==> config.mk <==
export PLATFORM = sky130hd
export DESIGN_NAME = i3c_target_top
export DESIGN_NICKNAME = d
export VERILOG_FILES = /design/src/verilog/i3c_target_pkg.sv /design/src/verilog/i3c_bus_if.sv /design/src/verilog/i3c_bus_sampler.sv /design/src/verilog/i3c_hold_timer.sv /design/src/verilog/i3c_target_fsm.sv /design/src/verilog/i3c_target_top.sv
export VERILOG_INCLUDE_DIRS = /design/src /design/src/verilog
export SDC_FILE = /design/constraint.sdc
export NUM_CORES = 1
export LEC_CHECK = 0
export BUFFER_PORTS_ARGS = -buffer_cell sky130_fd_sc_hd__buf_4
export CORE_MARGIN = 3
export CORE_UTILIZATION = 45
export DETAILED_ROUTE_END_ITERATION = 10
export PLACE_DENSITY = 0.71
export SLEW_MARGIN = 20
export SYNTH_ARGS = -nofsm -noshare
export SYNTH_HDL_FRONTEND = slang
export SYNTH_SLANG_ARGS = --single-unit
==> constraint.sdc <==
create_clock -name clk_i -period 2.5 [get_ports clk_i]
set_input_delay 0.25 -clock clk_i [delete_from_list [all_inputs] [get_ports clk_i]]
set_output_delay 0.25 -clock clk_i [all_outputs]
set_load 0.005 [all_outputs]
==> src/verilog/i3c_target_params.svh <==
`ifndef I3C_TARGET_PARAMS_SVH
`define I3C_TARGET_PARAMS_SVH

// Width of each timing input in clock cycles
`define I3C_TIMING_W 13

// Delay counter width, wide enough for rise plus setup
`define I3C_TCOUNT_W 16

// Serial byte and bit index
`define I3C_BYTE_W 8
`define I3C_BIT_IDX_W 4

// Bit index of the ninth (ACK) bit
`define I3C_ACK_BIT_IDX 8

// Static address width
`define I3C_ADDR_W 7

`endif

==> src/verilog/i3c_target_pkg.sv <==
`include "i3c_target_params.svh"

package i3c_target_pkg;

  // Target FSM states
  typedef enum logic [4:0] {
    Idle,
    AcquireStart,
    AddrRead,
    AddrAckWait,
    AddrAckSetup,
    AddrAckPulse,
    AddrAckHold,
    TransmitWait,
    TransmitSetup,
    TransmitPulse,
    TransmitHold,
    TransmitAck,
    TransmitAckPulse,
    WaitForStop,
    AcquireByte,
    AcquireAckWait,
    AcquireAckSetup,
    AcquireAckPulse,
    AcquireAckHold
  } tgt_state_e;

  // Delay select for the hold timer
  typedef enum logic [1:0] {
    tSetupData,
    tHoldData,
    tNoDelay
  } tcount_sel_e;

  // Tag of an RX FIFO entry
  typedef enum logic [1:0] {
    AcqData,
    AcqStart,
    AcqStop,
    AcqNackStop
  } acq_tag_e;

  // RX FIFO word, tag on top of the byte
  typedef struct packed {
    acq_tag_e                tag;
    logic [`I3C_BYTE_W-1:0]  data;
  } rx_entry_t;

endpackage

==> src/verilog/i3c_bus_if.sv <==
`timescale 1ns/1ns
`include "i3c_target_params.svh"

interface i3c_bus_if;

  // SCL edges and level as seen after one register stage
  logic                      scl_posedge;
  logic                      scl_negedge;
  logic                      scl_level;

  // Bit position within the nine-bit frame
  logic [`I3C_BIT_IDX_W-1:0] bit_idx;
  logic                      bit_ack;

  // Byte shifted in from the host, MSB first
  logic [`I3C_BYTE_W-1:0]    input_byte;

  // Host acknowledge of a byte sent by the target
  logic                      host_ack;

  modport sampler (
    output scl_posedge, scl_negedge, scl_level, bit_idx, bit_ack, input_byte, host_ack
  );

  modport fsm (
    input scl_posedge, scl_negedge, scl_level, bit_idx, bit_ack, input_byte, host_ack
  );

endinterface

==> src/verilog/i3c_bus_sampler.sv <==
`timescale 1ns/1ns
`include "i3c_target_params.svh"

module i3c_bus_sampler (
  input  logic     clk_i,
  input  logic     rst_ni,
  input  logic     scl_i,
  input  logic     sda_i,
  input  logic     start_det_i,
  input  logic     input_byte_clr_i,
  i3c_bus_if.sampler bus_o
);

  logic                      scl_q;
  logic                      sda_q;
  logic                      scl_posedge_q;
  logic                      scl_negedge_q;
  logic [`I3C_BIT_IDX_W-1:0] bit_idx_q;
  logic                      bit_ack;
  logic [`I3C_BYTE_W-1:0]    input_byte_q;
  logic                      host_ack_q;

  // Bus idles high
  // Edge pulses line up with the new registered level
  always_ff @(posedge clk_i or negedge rst_ni) begin
    if (!rst_ni) begin
      scl_q         <= 1'b1;
      sda_q         <= 1'b1;
      scl_posedge_q <= 1'b0;
      scl_negedge_q <= 1'b0;
    end else begin
      scl_q         <= scl_i;
      sda_q         <= sda_i;
      scl_posedge_q <= scl_i && !scl_q;
      scl_negedge_q <= !scl_i && scl_q;
    end
  end

  assign bit_ack = (bit_idx_q == `I3C_ACK_BIT_IDX);

  // Bit counter advances on falling SCL
  // Wraps to zero once the ACK bit is over
  always_ff @(posedge clk_i or negedge rst_ni) begin
    if (!rst_ni) begin
      bit_idx_q <= '0;
    end else if (start_det_i) begin
      bit_idx_q <= '0;
    end else if (scl_negedge_q) begin
      if (input_byte_clr_i || bit_ack) begin
        bit_idx_q <= '0;
      end else begin
        bit_idx_q <= bit_idx_q + 1'b1;
      end
    end
  end

  // Data bits shift in MSB first on rising SCL
  // The ACK bit is left out of the byte
  always_ff @(posedge clk_i) begin
    if (input_byte_clr_i) begin
      input_byte_q <= '0;
    end else if (scl_posedge_q && !bit_ack) begin
      input_byte_q <= {input_byte_q[`I3C_BYTE_W-2:0], sda_q};
    end
  end

  // Host pulls SDA low on the ninth bit to acknowledge
  always_ff @(posedge clk_i or negedge rst_ni) begin
    if (!rst_ni) begin
      host_ack_q <= 1'b0;
    end else if (scl_posedge_q && bit_ack) begin
      host_ack_q <= !sda_q;
    end
  end

  assign bus_o.scl_posedge = scl_posedge_q;
  assign bus_o.scl_negedge = scl_negedge_q;
  assign bus_o.scl_level   = scl_q;
  assign bus_o.bit_idx     = bit_idx_q;
  assign bus_o.bit_ack     = bit_ack;
  assign bus_o.input_byte  = input_byte_q;
  assign bus_o.host_ack    = host_ack_q;

endmodule

==> src/verilog/i3c_hold_timer.sv <==
`timescale 1ns/1ns
`include "i3c_target_params.svh"

module i3c_hold_timer (
  input  logic                       clk_i,
  input  logic                       rst_ni,
  input  logic                       enable_i,
  input  logic                       load_i,
  input  i3c_target_pkg::tcount_sel_e sel_i,
  input  logic [`I3C_TIMING_W-1:0]   t_r_i,
  input  logic [`I3C_TIMING_W-1:0]   tsu_dat_i,
  input  logic [`I3C_TIMING_W-1:0]   thd_dat_i,
  output logic                       expired_o
);

  logic [`I3C_TCOUNT_W-1:0] tcount_q;
  logic [`I3C_TCOUNT_W-1:0] tcount_d;

  // Load the selected delay, else count down
  always_comb begin
    tcount_d = tcount_q;
    if (load_i) begin
      case (sel_i)
        i3c_target_pkg::tSetupData: begin
          tcount_d = `I3C_TCOUNT_W'(t_r_i) + `I3C_TCOUNT_W'(tsu_dat_i);
        end
        i3c_target_pkg::tHoldData: tcount_d = `I3C_TCOUNT_W'(thd_dat_i);
        default:                   tcount_d = `I3C_TCOUNT_W'(1);
      endcase
    end else if (enable_i) begin
      tcount_d = tcount_q - 1'b1;
    end
  end

  // Starts far from expiry
  always_ff @(posedge clk_i or negedge rst_ni) begin
    if (!rst_ni) begin
      tcount_q <= '1;
    end else begin
      tcount_q <= tcount_d;
    end
  end

  assign expired_o = (tcount_q == `I3C_TCOUNT_W'(1));

endmodule

==> src/verilog/i3c_target_fsm.sv <==
`timescale 1ns/1ns
`include "i3c_target_params.svh"

module i3c_target_fsm (
  input  logic                        clk_i,
  input  logic                        rst_ni,
  input  logic                        target_enable_i,
  input  logic                        start_det_i,
  input  logic                        stop_det_i,
  input  logic [`I3C_ADDR_W-1:0]      target_addr_i,
  i3c_bus_if.fsm                      bus_i,
  input  logic                        timer_expired_i,
  output logic                        timer_load_o,
  output i3c_target_pkg::tcount_sel_e timer_sel_o,
  output logic                        input_byte_clr_o,
  input  logic                        tx_fifo_rvalid_i,
  input  logic [`I3C_BYTE_W-1:0]      tx_fifo_rdata_i,
  output logic                        tx_fifo_rready_o,
  input  logic                        rx_fifo_wready_i,
  output logic                        rx_fifo_wvalid_o,
  output i3c_target_pkg::rx_entry_t   rx_fifo_wdata_o,
  output logic                        sda_o,
  output logic                        target_transmitting_o,
  output logic                        target_idle_o,
  output logic                        event_target_nack_o,
  output logic                        event_cmd_complete_o,
  output logic                        event_unexp_stop_o,
  output logic                        event_read_cmd_received_o
);

  i3c_target_pkg::tgt_state_e state_q, state_d;

  logic       sda_q, sda_d;
  logic       rnw_q, rnw_d;
  // Addressed in the current transfer
  logic       xfer_for_us_q, xfer_for_us_d;
  // Rest of the transaction gets NACKed
  logic       nack_transaction_q, nack_transaction_d;
  logic       expect_stop;
  logic       addr_match;
  logic [2:0] tx_bit_sel;
  logic       tx_bit;

  // Upper seven bits hold the address, bit 0 is RnW
  assign addr_match = (bus_i.input_byte[`I3C_BYTE_W-1:1] == target_addr_i);

  // MSB goes out first
  // Empty TX FIFO leaves SDA released
  assign tx_bit_sel = 3'd7 - bus_i.bit_idx[2:0];
  assign tx_bit     = tx_fifo_rvalid_i ? tx_fifo_rdata_i[tx_bit_sel] : 1'b1;

  // Host NACKed or not addressed, a stop is due
  assign expect_stop = (state_q == i3c_target_pkg::WaitForStop);

  assign target_idle_o = (state_q == i3c_target_pkg::Idle);
  assign sda_o         = sda_q;

  assign event_target_nack_o = !nack_transaction_q && nack_transaction_d;
  // A read ended by stop without the host NACK
  assign event_unexp_stop_o  = target_enable_i && xfer_for_us_q && rnw_q &&
                               stop_det_i && !expect_stop;

  always_comb begin
    state_d                   = state_q;
    sda_d                     = 1'b1;
    target_transmitting_o     = 1'b0;
    timer_load_o              = 1'b0;
    timer_sel_o               = i3c_target_pkg::tNoDelay;
    input_byte_clr_o          = 1'b0;
    tx_fifo_rready_o          = 1'b0;
    rx_fifo_wvalid_o          = 1'b0;
    rx_fifo_wdata_o           = '{tag: i3c_target_pkg::AcqData, data: bus_i.input_byte};
    event_cmd_complete_o      = 1'b0;
    event_read_cmd_received_o = 1'b0;
    rnw_d                     = rnw_q;
    xfer_for_us_d             = xfer_for_us_q;
    nack_transaction_d        = nack_transaction_q;

    // ACK states pull SDA low for the whole ninth bit
    if (state_q inside {i3c_target_pkg::AddrAckSetup, i3c_target_pkg::AddrAckPulse,
                        i3c_target_pkg::AddrAckHold, i3c_target_pkg::AcquireAckSetup,
                        i3c_target_pkg::AcquireAckPulse, i3c_target_pkg::AcquireAckHold}) begin
      sda_d                 = 1'b0;
      target_transmitting_o = 1'b1;
    end

    // Data bit is kept through the high phase and the hold time
    if (state_q inside {i3c_target_pkg::TransmitPulse, i3c_target_pkg::TransmitHold}) begin
      sda_d                 = sda_q;
      target_transmitting_o = 1'b1;
    end

    case (state_q)
      i3c_target_pkg::Idle: begin
        xfer_for_us_d      = 1'b0;
        nack_transaction_d = 1'b0;
      end
      // Start seen, address begins after SCL falls
      i3c_target_pkg::AcquireStart: begin
        xfer_for_us_d = 1'b0;
        if (!bus_i.scl_level) begin
          input_byte_clr_o = 1'b1;
          state_d          = i3c_target_pkg::AddrRead;
        end
      end
      i3c_target_pkg::AddrRead: begin
        if (bus_i.bit_ack) begin
          if (addr_match) begin
            xfer_for_us_d = 1'b1;
            rnw_d         = bus_i.input_byte[0];
            timer_load_o  = 1'b1;
            timer_sel_o   = i3c_target_pkg::tHoldData;
            state_d       = i3c_target_pkg::AddrAckWait;
          end else begin
            state_d = i3c_target_pkg::WaitForStop;
          end
        end
      end
      // No room for the start entry, or host clocking too fast
      i3c_target_pkg::AddrAckWait: begin
        if (!rx_fifo_wready_i || bus_i.scl_level) begin
          nack_transaction_d = 1'b1;
        end
        if (bus_i.scl_level) begin
          state_d = i3c_target_pkg::WaitForStop;
        end else if (timer_expired_i) begin
          state_d = nack_transaction_d ? i3c_target_pkg::WaitForStop
                                       : i3c_target_pkg::AddrAckSetup;
        end
      end
      i3c_target_pkg::AddrAckSetup: begin
        if (bus_i.scl_level) state_d = i3c_target_pkg::AddrAckPulse;
      end
      i3c_target_pkg::AddrAckPulse: begin
        if (!bus_i.scl_level) begin
          timer_load_o = 1'b1;
          timer_sel_o  = i3c_target_pkg::tHoldData;
          state_d      = i3c_target_pkg::AddrAckHold;
        end
      end
      // Record the start once the ACK has been held
      i3c_target_pkg::AddrAckHold: begin
        if (timer_expired_i) begin
          rx_fifo_wvalid_o          = 1'b1;
          rx_fifo_wdata_o.tag       = i3c_target_pkg::AcqStart;
          event_read_cmd_received_o = rnw_q;
          state_d = rnw_q ? i3c_target_pkg::TransmitSetup : i3c_target_pkg::AcquireByte;
        end
      end
      // Hold time after the host ACK before the next MSB
      i3c_target_pkg::TransmitWait: begin
        if (timer_expired_i) state_d = i3c_target_pkg::TransmitSetup;
      end
      i3c_target_pkg::TransmitSetup: begin
        sda_d                 = tx_bit;
        target_transmitting_o = 1'b1;
        if (bus_i.scl_level) state_d = i3c_target_pkg::TransmitPulse;
      end
      i3c_target_pkg::TransmitPulse: begin
        if (!bus_i.scl_level) begin
          timer_load_o = 1'b1;
          timer_sel_o  = i3c_target_pkg::tHoldData;
          state_d      = i3c_target_pkg::TransmitHold;
        end
      end
      // Counter already moved on, so bit_ack means all eight bits are out
      i3c_target_pkg::TransmitHold: begin
        if (timer_expired_i) begin
          state_d = bus_i.bit_ack ? i3c_target_pkg::TransmitAck
                                  : i3c_target_pkg::TransmitSetup;
        end
      end
      i3c_target_pkg::TransmitAck: begin
        if (bus_i.scl_level) state_d = i3c_target_pkg::TransmitAckPulse;
      end
      // Pop once per ACKed byte, a NACK ends the read
      i3c_target_pkg::TransmitAckPulse: begin
        if (!bus_i.scl_level) begin
          if (bus_i.host_ack) begin
            tx_fifo_rready_o = tx_fifo_rvalid_i;
            timer_load_o     = 1'b1;
            timer_sel_o      = i3c_target_pkg::tHoldData;
            state_d          = i3c_target_pkg::TransmitWait;
          end else begin
            state_d = i3c_target_pkg::WaitForStop;
          end
        end
      end
      i3c_target_pkg::AcquireByte: begin
        if (bus_i.bit_ack) begin
          timer_load_o = 1'b1;
          timer_sel_o  = i3c_target_pkg::tHoldData;
          state_d      = i3c_target_pkg::AcquireAckWait;
        end
      end
      i3c_target_pkg::AcquireAckWait: begin
        if (!rx_fifo_wready_i || bus_i.scl_level) begin
          nack_transaction_d = 1'b1;
        end
        if (bus_i.scl_level) begin
          state_d = i3c_target_pkg::WaitForStop;
        end else if (timer_expired_i) begin
          state_d = nack_transaction_d ? i3c_target_pkg::WaitForStop
                                       : i3c_target_pkg::AcquireAckSetup;
        end
      end
      i3c_target_pkg::AcquireAckSetup: begin
        if (bus_i.scl_level) state_d = i3c_target_pkg::AcquireAckPulse;
      end
      i3c_target_pkg::AcquireAckPulse: begin
        if (!bus_i.scl_level) begin
          timer_load_o = 1'b1;
          timer_sel_o  = i3c_target_pkg::tHoldData;
          state_d      = i3c_target_pkg::AcquireAckHold;
        end
      end
      // Data byte goes to the RX FIFO as the ACK ends
      i3c_target_pkg::AcquireAckHold: begin
        if (timer_expired_i) begin
          rx_fifo_wvalid_o = 1'b1;
          state_d          = i3c_target_pkg::AcquireByte;
        end
      end
      // Only a stop or start gets out of here
      i3c_target_pkg::WaitForStop: begin
        state_d = i3c_target_pkg::WaitForStop;
      end
      default: state_d = i3c_target_pkg::Idle;
    endcase

    // Enable, stop and start win over the bit sequencing
    if (!target_enable_i) begin
      state_d = i3c_target_pkg::Idle;
    end else if (stop_det_i) begin
      state_d              = i3c_target_pkg::Idle;
      event_cmd_complete_o = xfer_for_us_q;
      // Stop entry goes in even without wready
      if (xfer_for_us_q) begin
        rx_fifo_wvalid_o    = 1'b1;
        rx_fifo_wdata_o.tag = nack_transaction_q ? i3c_target_pkg::AcqNackStop
                                                 : i3c_target_pkg::AcqStop;
      end
    end else if (start_det_i) begin
      state_d = i3c_target_pkg::AcquireStart;
    end
  end

  always_ff @(posedge clk_i or negedge rst_ni) begin
    if (!rst_ni) begin
      state_q            <= i3c_target_pkg::Idle;
      sda_q              <= 1'b1;
      rnw_q              <= 1'b0;
      xfer_for_us_q      <= 1'b0;
      nack_transaction_q <= 1'b0;
    end else begin
      state_q            <= state_d;
      sda_q              <= sda_d;
      rnw_q              <= rnw_d;
      xfer_for_us_q      <= xfer_for_us_d;
      nack_transaction_q <= nack_transaction_d;
    end
  end

endmodule

==> src/verilog/i3c_target_top.sv <==
`timescale 1ns/1ns
`include "i3c_target_params.svh"

module i3c_target_top (
  input  logic                      clk_i,
  input  logic                      rst_ni,
  input  logic                      target_enable_i,
  // Bus pins and monitor pulses
  input  logic                      scl_i,
  input  logic                      sda_i,
  input  logic                      start_det_i,
  input  logic                      stop_det_i,
  output logic                      sda_o,
  output logic                      target_transmitting_o,
  // TX FIFO read side
  input  logic                      tx_fifo_rvalid_i,
  input  logic [`I3C_BYTE_W-1:0]    tx_fifo_rdata_i,
  output logic                      tx_fifo_rready_o,
  // RX FIFO write side
  output logic                      rx_fifo_wvalid_o,
  output i3c_target_pkg::rx_entry_t rx_fifo_wdata_o,
  input  logic                      rx_fifo_wready_i,
  // Timing in clock cycles
  input  logic [`I3C_TIMING_W-1:0]  t_r_i,
  input  logic [`I3C_TIMING_W-1:0]  tsu_dat_i,
  input  logic [`I3C_TIMING_W-1:0]  thd_dat_i,
  input  logic [`I3C_ADDR_W-1:0]    target_addr_i,
  // Status and events
  output logic                      target_idle_o,
  output logic                      event_target_nack_o,
  output logic                      event_cmd_complete_o,
  output logic                      event_unexp_stop_o,
  output logic                      event_read_cmd_received_o
);

  logic                        input_byte_clr;
  logic                        timer_load;
  logic                        timer_expired;
  i3c_target_pkg::tcount_sel_e timer_sel;

  i3c_bus_if bus_if ();

  i3c_bus_sampler u_sampler (
    .clk_i            (clk_i),
    .rst_ni           (rst_ni),
    .scl_i            (scl_i),
    .sda_i            (sda_i),
    .start_det_i      (start_det_i),
    .input_byte_clr_i (input_byte_clr),
    .bus_o            (bus_if)
  );

  // Counts only while the target is enabled
  i3c_hold_timer u_timer (
    .clk_i     (clk_i),
    .rst_ni    (rst_ni),
    .enable_i  (target_enable_i),
    .load_i    (timer_load),
    .sel_i     (timer_sel),
    .t_r_i     (t_r_i),
    .tsu_dat_i (tsu_dat_i),
    .thd_dat_i (thd_dat_i),
    .expired_o (timer_expired)
  );

  i3c_target_fsm u_fsm (
    .clk_i                     (clk_i),
    .rst_ni                    (rst_ni),
    .target_enable_i           (target_enable_i),
    .start_det_i               (start_det_i),
    .stop_det_i                (stop_det_i),
    .target_addr_i             (target_addr_i),
    .bus_i                     (bus_if),
    .timer_expired_i           (timer_expired),
    .timer_load_o              (timer_load),
    .timer_sel_o               (timer_sel),
    .input_byte_clr_o          (input_byte_clr),
    .tx_fifo_rvalid_i          (tx_fifo_rvalid_i),
    .tx_fifo_rdata_i           (tx_fifo_rdata_i),
    .tx_fifo_rready_o          (tx_fifo_rready_o),
    .rx_fifo_wready_i          (rx_fifo_wready_i),
    .rx_fifo_wvalid_o          (rx_fifo_wvalid_o),
    .rx_fifo_wdata_o           (rx_fifo_wdata_o),
    .sda_o                     (sda_o),
    .target_transmitting_o     (target_transmitting_o),
    .target_idle_o             (target_idle_o),
    .event_target_nack_o       (event_target_nack_o),
    .event_cmd_complete_o      (event_cmd_complete_o),
    .event_unexp_stop_o        (event_unexp_stop_o),
    .event_read_cmd_received_o (event_read_cmd_received_o)
  );

endmodule
Word-level counts from Yosys, hierarchy flattened:

Cells that the tools add are included.

* register bits: 42
* input port bits: 63
* output and inout port bits: 19
* logic and storage cells: 176

* add/subtract/negate cells: 4
* $lt $le $gt $ge: 1
* equality and inequality tests: 43
* mux-type cells: 84
* reductions and logical operators: 31

Operator list (count)
* $mux W5: 23
* $pmux W5 S19: 1
* $ne A5 B5 Y1 const B: 13
* $eq A5 B4 Y1 const B: 8
* $mux W1: 34
* $mux W16: 2
* $pmux W16 S2: 1
* $mux W4: 6
* $mux W2: 11
* $eq A5 B3 Y1 const B: 4
* $reduce_and A18 Y1: 1
* $eq A16 B1 Y1 const B: 1
* $sub A16 B1 Y16 const B: 1
* $eq A5 B5 Y1 const B: 3
* $add A13 B13 Y14: 1
* $ne A6 B6 Y1 const B: 2
* $eq A5 B2 Y1 const B: 2
* $ne A5 B4 Y1 const B: 2
* $logic_and A1 B1 Y1: 9
* $pmux W2 S4: 1
* $reduce_bool A2 Y1: 4
* $eq A7 B7 Y1: 1
* $logic_not A1 Y1: 7
* $reduce_and A3 Y1: 2
* 20 further kinds: 23

Depth between registers and ports, before layout:

* word-level depth: 11
* depth in mapped cells: 9
* gate-level depth less buffers: 8

By module:

A second synthesis with hierarchy kept.

* cells, all modules: 409
* area, all modules: 3618.5 µm²

By module, submodules not included
* i3c_hold_timer: instances 1, cells each 175, area an instance 1572.8 µm², seq. area each 420.4 µm²
* i3c_target_fsm: instances 1, cells each 169, area an instance 1325.0 µm², seq. area each 226.5 µm²
* i3c_bus_sampler: instances 1, cells each 65, area an instance 720.7 µm², seq. area each 387.9 µm²

Worst setup path after synthesis:

Ideal clock, no wire load.

* path kind: reg-to-reg
* from: register u_sampler.bit_idx_q[0] (netlist: u_sampler.bus_o.bit_idx[0])
* to: register u_timer.tcount_q[10]
* library setup time: 0.082 ns
* arrival: 1.973 ns
* data required time: 2.418 ns
* setup slack: 0.445 ns
* stages on the path, launching flop included: 10
* buffers on the path: 2
* clock period less this slack: 2.055 ns
* cell sequence: dfrtp_1 -> inv_1 -> ha_1 -> and3b_1 -> clkbuf_1 -> a21oi_1 -> o32ai_2 -> nor2_2 -> buf_6 -> mux2_4

* word-level cells in the longest chain between the ends: 6
* elaborated cells on any way between the ends: 12
* classes of those cells: eq/ne (2); mux (8); reduce/logical (2)

RTL lines
* from (decl): RTL line i3c_bus_sampler.sv:18 `` logic [`I3C_BIT_IDX_W-1:0] bit_idx_q; ``
* from (signal assigned): RTL line i3c_bus_sampler.sv:52 `bit_idx_q <= bit_idx_q + 1'b1;`
* $eq A4 B4 Y1 (no source line) *
* $mux W2, on equally long branches: RTL line i3c_target_fsm.sv:190, i3c_target_fsm.sv:107
* $pmux W2 S4: RTL line i3c_target_fsm.sv:93 `case (state_q)`
* $eq A2 B1 Y1 or $logic_not A2 Y1 (tied branches): RTL line i3c_hold_timer.sv:23 `case (sel_i)`
* $pmux W16 S2: RTL line i3c_hold_timer.sv:23
* $mux W16: RTL line i3c_hold_timer.sv:22 `if (load_i) begin`
* to (signal assigned): RTL line i3c_hold_timer.sv:40 `tcount_q <= tcount_d;`
* to (decl): RTL line i3c_hold_timer.sv:16 `` logic [`I3C_TCOUNT_W-1:0] tcount_q; ``

Every way passes the cells marked *; elsewhere a longest branch is shown, timed or not.
A chain may end at the register's enable or synchronous reset.

Final worst setup path:

* from: register u_timer.tcount_q[0]
* to: register u_fsm.state_q[3]

* word-level cells in the longest chain between the ends: 3
* elaborated cells on any way between the ends: 8
* classes of those cells: eq/ne (7); reduce/logical (1)

RTL lines
* $eq A16 B1 Y1 *: RTL line i3c_hold_timer.sv:44 `` assign expired_o = (tcount_q == `I3C_TCOUNT_W'(1)); ``
* $ne A6 B6 Y1 (no source line) or $ne A5 B5 Y1 (tied branches)
* $reduce_and A18 Y1 (no source line) *
* to (signal assigned): RTL line i3c_target_fsm.sv:250 `state_q <= i3c_target_pkg::Idle;`
* to (signal assigned): RTL line i3c_target_fsm.sv:256 `state_q <= state_d;`
* to (decl): RTL line i3c_target_fsm.sv:31 `i3c_target_pkg::tgt_state_e state_q, state_d;`

Marked as above.

==> summary.md <==
| Metric | Value |
|---|---|
| Critical path startpoint category | flip-flop |
| Outcome | finished clean |
| Worst path max stage delay | 580 ps |
| Setup ws final | 164 ps |
| DRC Markers | 0 |
| Clock sink count | 42 |
| Vias | 2590 |
| Die Ht | 86.2 um |
| Crit path capture | u_fsm.state_q[3] |
| WHS | 54.3 ps |
| Clock tree root buffer cell | clkbuf_8 |
| Worst path required time | 2690 ps |
| Post-synthesis async set-or-reset flop share | 81.0% |
| Initial Utilization | 47.7% |
| Routed Antenna Nets | 0 |
| Final HPWL DP | 5.25 mm |
| Htree depth | 2 |
| All-Layer GR Usage | 19.7% |
| Hold Path Class | input pin to flip-flop |
| Top post-synthesis cells by area | dfstp_2 17%, dfrtp_1 13%, dfxtp_1 5.5%, mux2_4 5.2%, nand2_1 4.4% |
| First-pass GRT wire length | 11.6 mm |
| Leading register cell type out of synthesis | dfstp_2 |
| Post-Syn Nets | 383 |
| Area grow syn2layout | 22.4% |
| Largest delay contributor family on the critical path | compound AO/OA/AOI/OAI gates |
| Yosys warns | 0 |
| Post-Synth Simple-Gate Area | 26.4% |
| Reg2Reg Depth | 7 |
| Clock buffer count from CTS | 5 |
| Clock-pin slew of the registers on the worst-case setup and hold paths | 80 ps |
| Cell variety after synth | 63 |
| #FFs+latches synth | 42 |
| Total Wirelength | 6.95 mm |
| Via/cell ratio | 5.74 |
| Synth Instances | 316 |
| Synth Cell Area | 2890 um2 |
| Top Ports | 82 |
| Crit Reg-Reg Endpoint | u_fsm.state_q[3] |
| DR iter-0 viols | 152 |
| Fin. Hold Viols | 0 |
| Most common library cells after synthesis | 34 x nand2_1, 22 x a21oi_1, 20 x nor2_1 |
| Buf+Inv Stages, Crit Path | 1 |
| Yosys top cell area share | 17.3% |
| Setup CP Type | flip-flop to flip-flop |
| Pin count of the biggest net entering global routing | 35 |
| Pwr Density | 592 nW/um2 |
| Arr. time, crit path | 2530 ps |
| Worst-skew pair later-pin latency | 300 ps |
| Post-Synth XOR/XNOR Area | 7.22% |
| Reg2Reg Setup Slack | 160 ps |
| Tmin final | 2340 ps |
| Dpl cell area | 3410 um2 |
| Reg2reg start | u_timer.tcount_q[0] |
| Post-synth EDFFs | 0 |
| Post-Synth Adder-Cell Area | 1.73% |
| CP Cell Sequence | ha_1 > nor4b_2 > nand4_1 > buf_4 > a221oi_2 > o211ai_4 > a32o_1 |
| Clock Skew | 14.9 ps |
| Slew @ Worst Pin | 691 ps |
| Max-Cap Viols | 0 |
| Core area | 6060 um2 |
| Period utilization | 93.4% |
| Max stage delay cell, worst path | dfstp_2 |
| Worst VDD drop | 484 uV |
| Layout cells sized above 1 | 34.6% |
| Filler cell count | 545 |
| Slew HR | 53.8% |
| I/O Buffers | 55 |
| Sequential area share after synthesis | 35.8% |
| Die Area | 7430 um2 |
| Hold wc startpoint | sda_i |
| Routability congestion estimate | 0.925 |
| Worst Path Max Fanout | 9 |
| # rows | 28 |
| Multiplexer share of the synthesized area | 8.99% |
| CP endpoint kind | flip-flop |
| Fin Setup TNS | 0 ps |
| Antenna Cells | 0 |
| Die width | 86.2 um |
| Mean Syn Cell Area | 9.16 um2 |
| DP Worst Slack | 213 ps |
| Crit path from | u_timer.tcount_q[0] |
| Pre-Repair DR Iteration Count | 5 |
| Vias in the first global route | 2393 |
| Max Slew Vio Count | 0 |
| TritonCTS clock tree | built |
| Maximum clock rate | 0.428 GHz |
| # setup viols final | 0 |
| Leak pwr | 0.00155 uW |
| Compound-cell area share of the yosys netlist | 15.1% |
| Largest area contributor in the netlist | dfstp_2 |
| Most frequent cell after synthesis | nand2_1 |
| WP depth | 7 |
| Nets@finish | 442 |
| Drt wl/cell | 15.4 um |
| Grt total ovfl | 0 |
| Initial antenna violation count | 0 |
| Clock Tree Buf Depth | 2 |
| Largest family of logic cells by synthesized area | simple AND/OR/NAND/NOR gates |
| Post-Layout Inst Area | 3540 um2 |
power breakdown:
group          internal, uW  switching (uW)  total, uW
sequential              903             179       1080
clock                   222             246        469
combinational           333             213        546
total                  1460             638       2100
worst register-to-register path: stages, from the launching register on:
cell and delay (ps):
dfstp_2 580, ha_1 160, nor4b_2 190, nand4_1 260, buf_4 240, a221oi_2 320
o211ai_4 180, a32o_1 290
routing by layer:
| layer | share of wire (%) | routed length, um | GRT usage (%) |
|---|---|---|---|
| met1 | 45 | 3100 | 28.5 |
| met2 | 46 | 3190 | 29.1 |
| met3 | 7.4 | 517 | 3.99 |
| met4 | 1.9 | 135 | 7.22 |
| met5 | 0 | 0 | 0 |
worst min path at each step:
stage	to	slack, ps	depth (start not counted)
after floorplan	u_fsm.nack_transaction_q	-50	0
after global placement	u_fsm.state_q[3]	240	1
after detailed placement	u_fsm.state_q[4]	240	1
after CTS	u_sampler.sda_q	50	1
after global routing	u_sampler.bus_o.scl_level	50	1
final	u_sampler.sda_q	50	1
cell type report:
class                      instances  area [um2]  share of cell area [%]
multi-input combinational        244        1740                    49.2
sequential                        42        1030                    29.2
timing repair buffer              71         536                    15.1
tap                               75        93.8                    2.65
clock buffer                       6        82.6                    2.33
inverter                          11        41.3                    1.17
clock inverter                     2        12.5                   0.353
state kept, by name, summed over array words and instances (netlist names), 4 cells and up:
signal	cells
u_sampler.bus_o.bit_idx	4
u_timer.tcount_q	16
u_fsm.state_q	5
u_sampler.bus_o.input_byte	8
stage by stage:
step / total power [uW] / util (%) / cells
3_5_place_dp: 1630 / 56.2 / 441
3_3_place_gp: 1610 / 56.2 / 441
5_1_grt: 2240 / 58.4 / 451
4_1_cts: 2110 / 58.1 / 451
6_report: 2100 / 58.4 / 451
2_1_floorplan: 1450 / - / 316
cells in the final DEF, fill, tap and decap left out, types with 3 or more instances in the layout:
cell,synthesis,final
nand3_1,16,16
o21ai_0,9,9
dfstp_2,19,19
mux2_2,4,4
nor4_1,7,6
nand4_1,3,3
a32o_1,3,3
nor2_1,20,19
nor2b_1,6,6
dfxtp_1,8,8
nand2_1,34,34
inv_1,11,11
xor2_1,14,14
clkbuf_8,0,6
nor3b_1,3,3
buf_4,1,70
o31ai_1,4,4
ha_1,4,4
dfrtp_1,15,15
a31oi_1,3,3
mux2_4,10,10
nand2b_1,10,10
o211ai_1,3,3
nor3_1,15,15
xnor2_1,8,8
a21oi_1,22,22
or3_1,4,4
cells by family after synthesis:
| family | Yosys count |
|---|---|
| and+or+nand+nor | 137 |
| xor gates and xnor gates | 23 |
| AOI/OAI and AO/OA | 62 |
| muxes | 18 |
| adders and majority gates | 4 |
| buffers and inverters | 30 |
| DFF | 42 |
timing repair:
action | 4_1_cts | 5_1_grt
gates resized for setup | 0 | 4
hold buffers | 1 | 0
pin swaps | 0 | 0
buffers inserted | 1 | 0
endpoints found under the hold margin | 15 | 0
setup endpoints to repair | 2 | 8
Note: power is estimated with default switching activity, not from simulation.
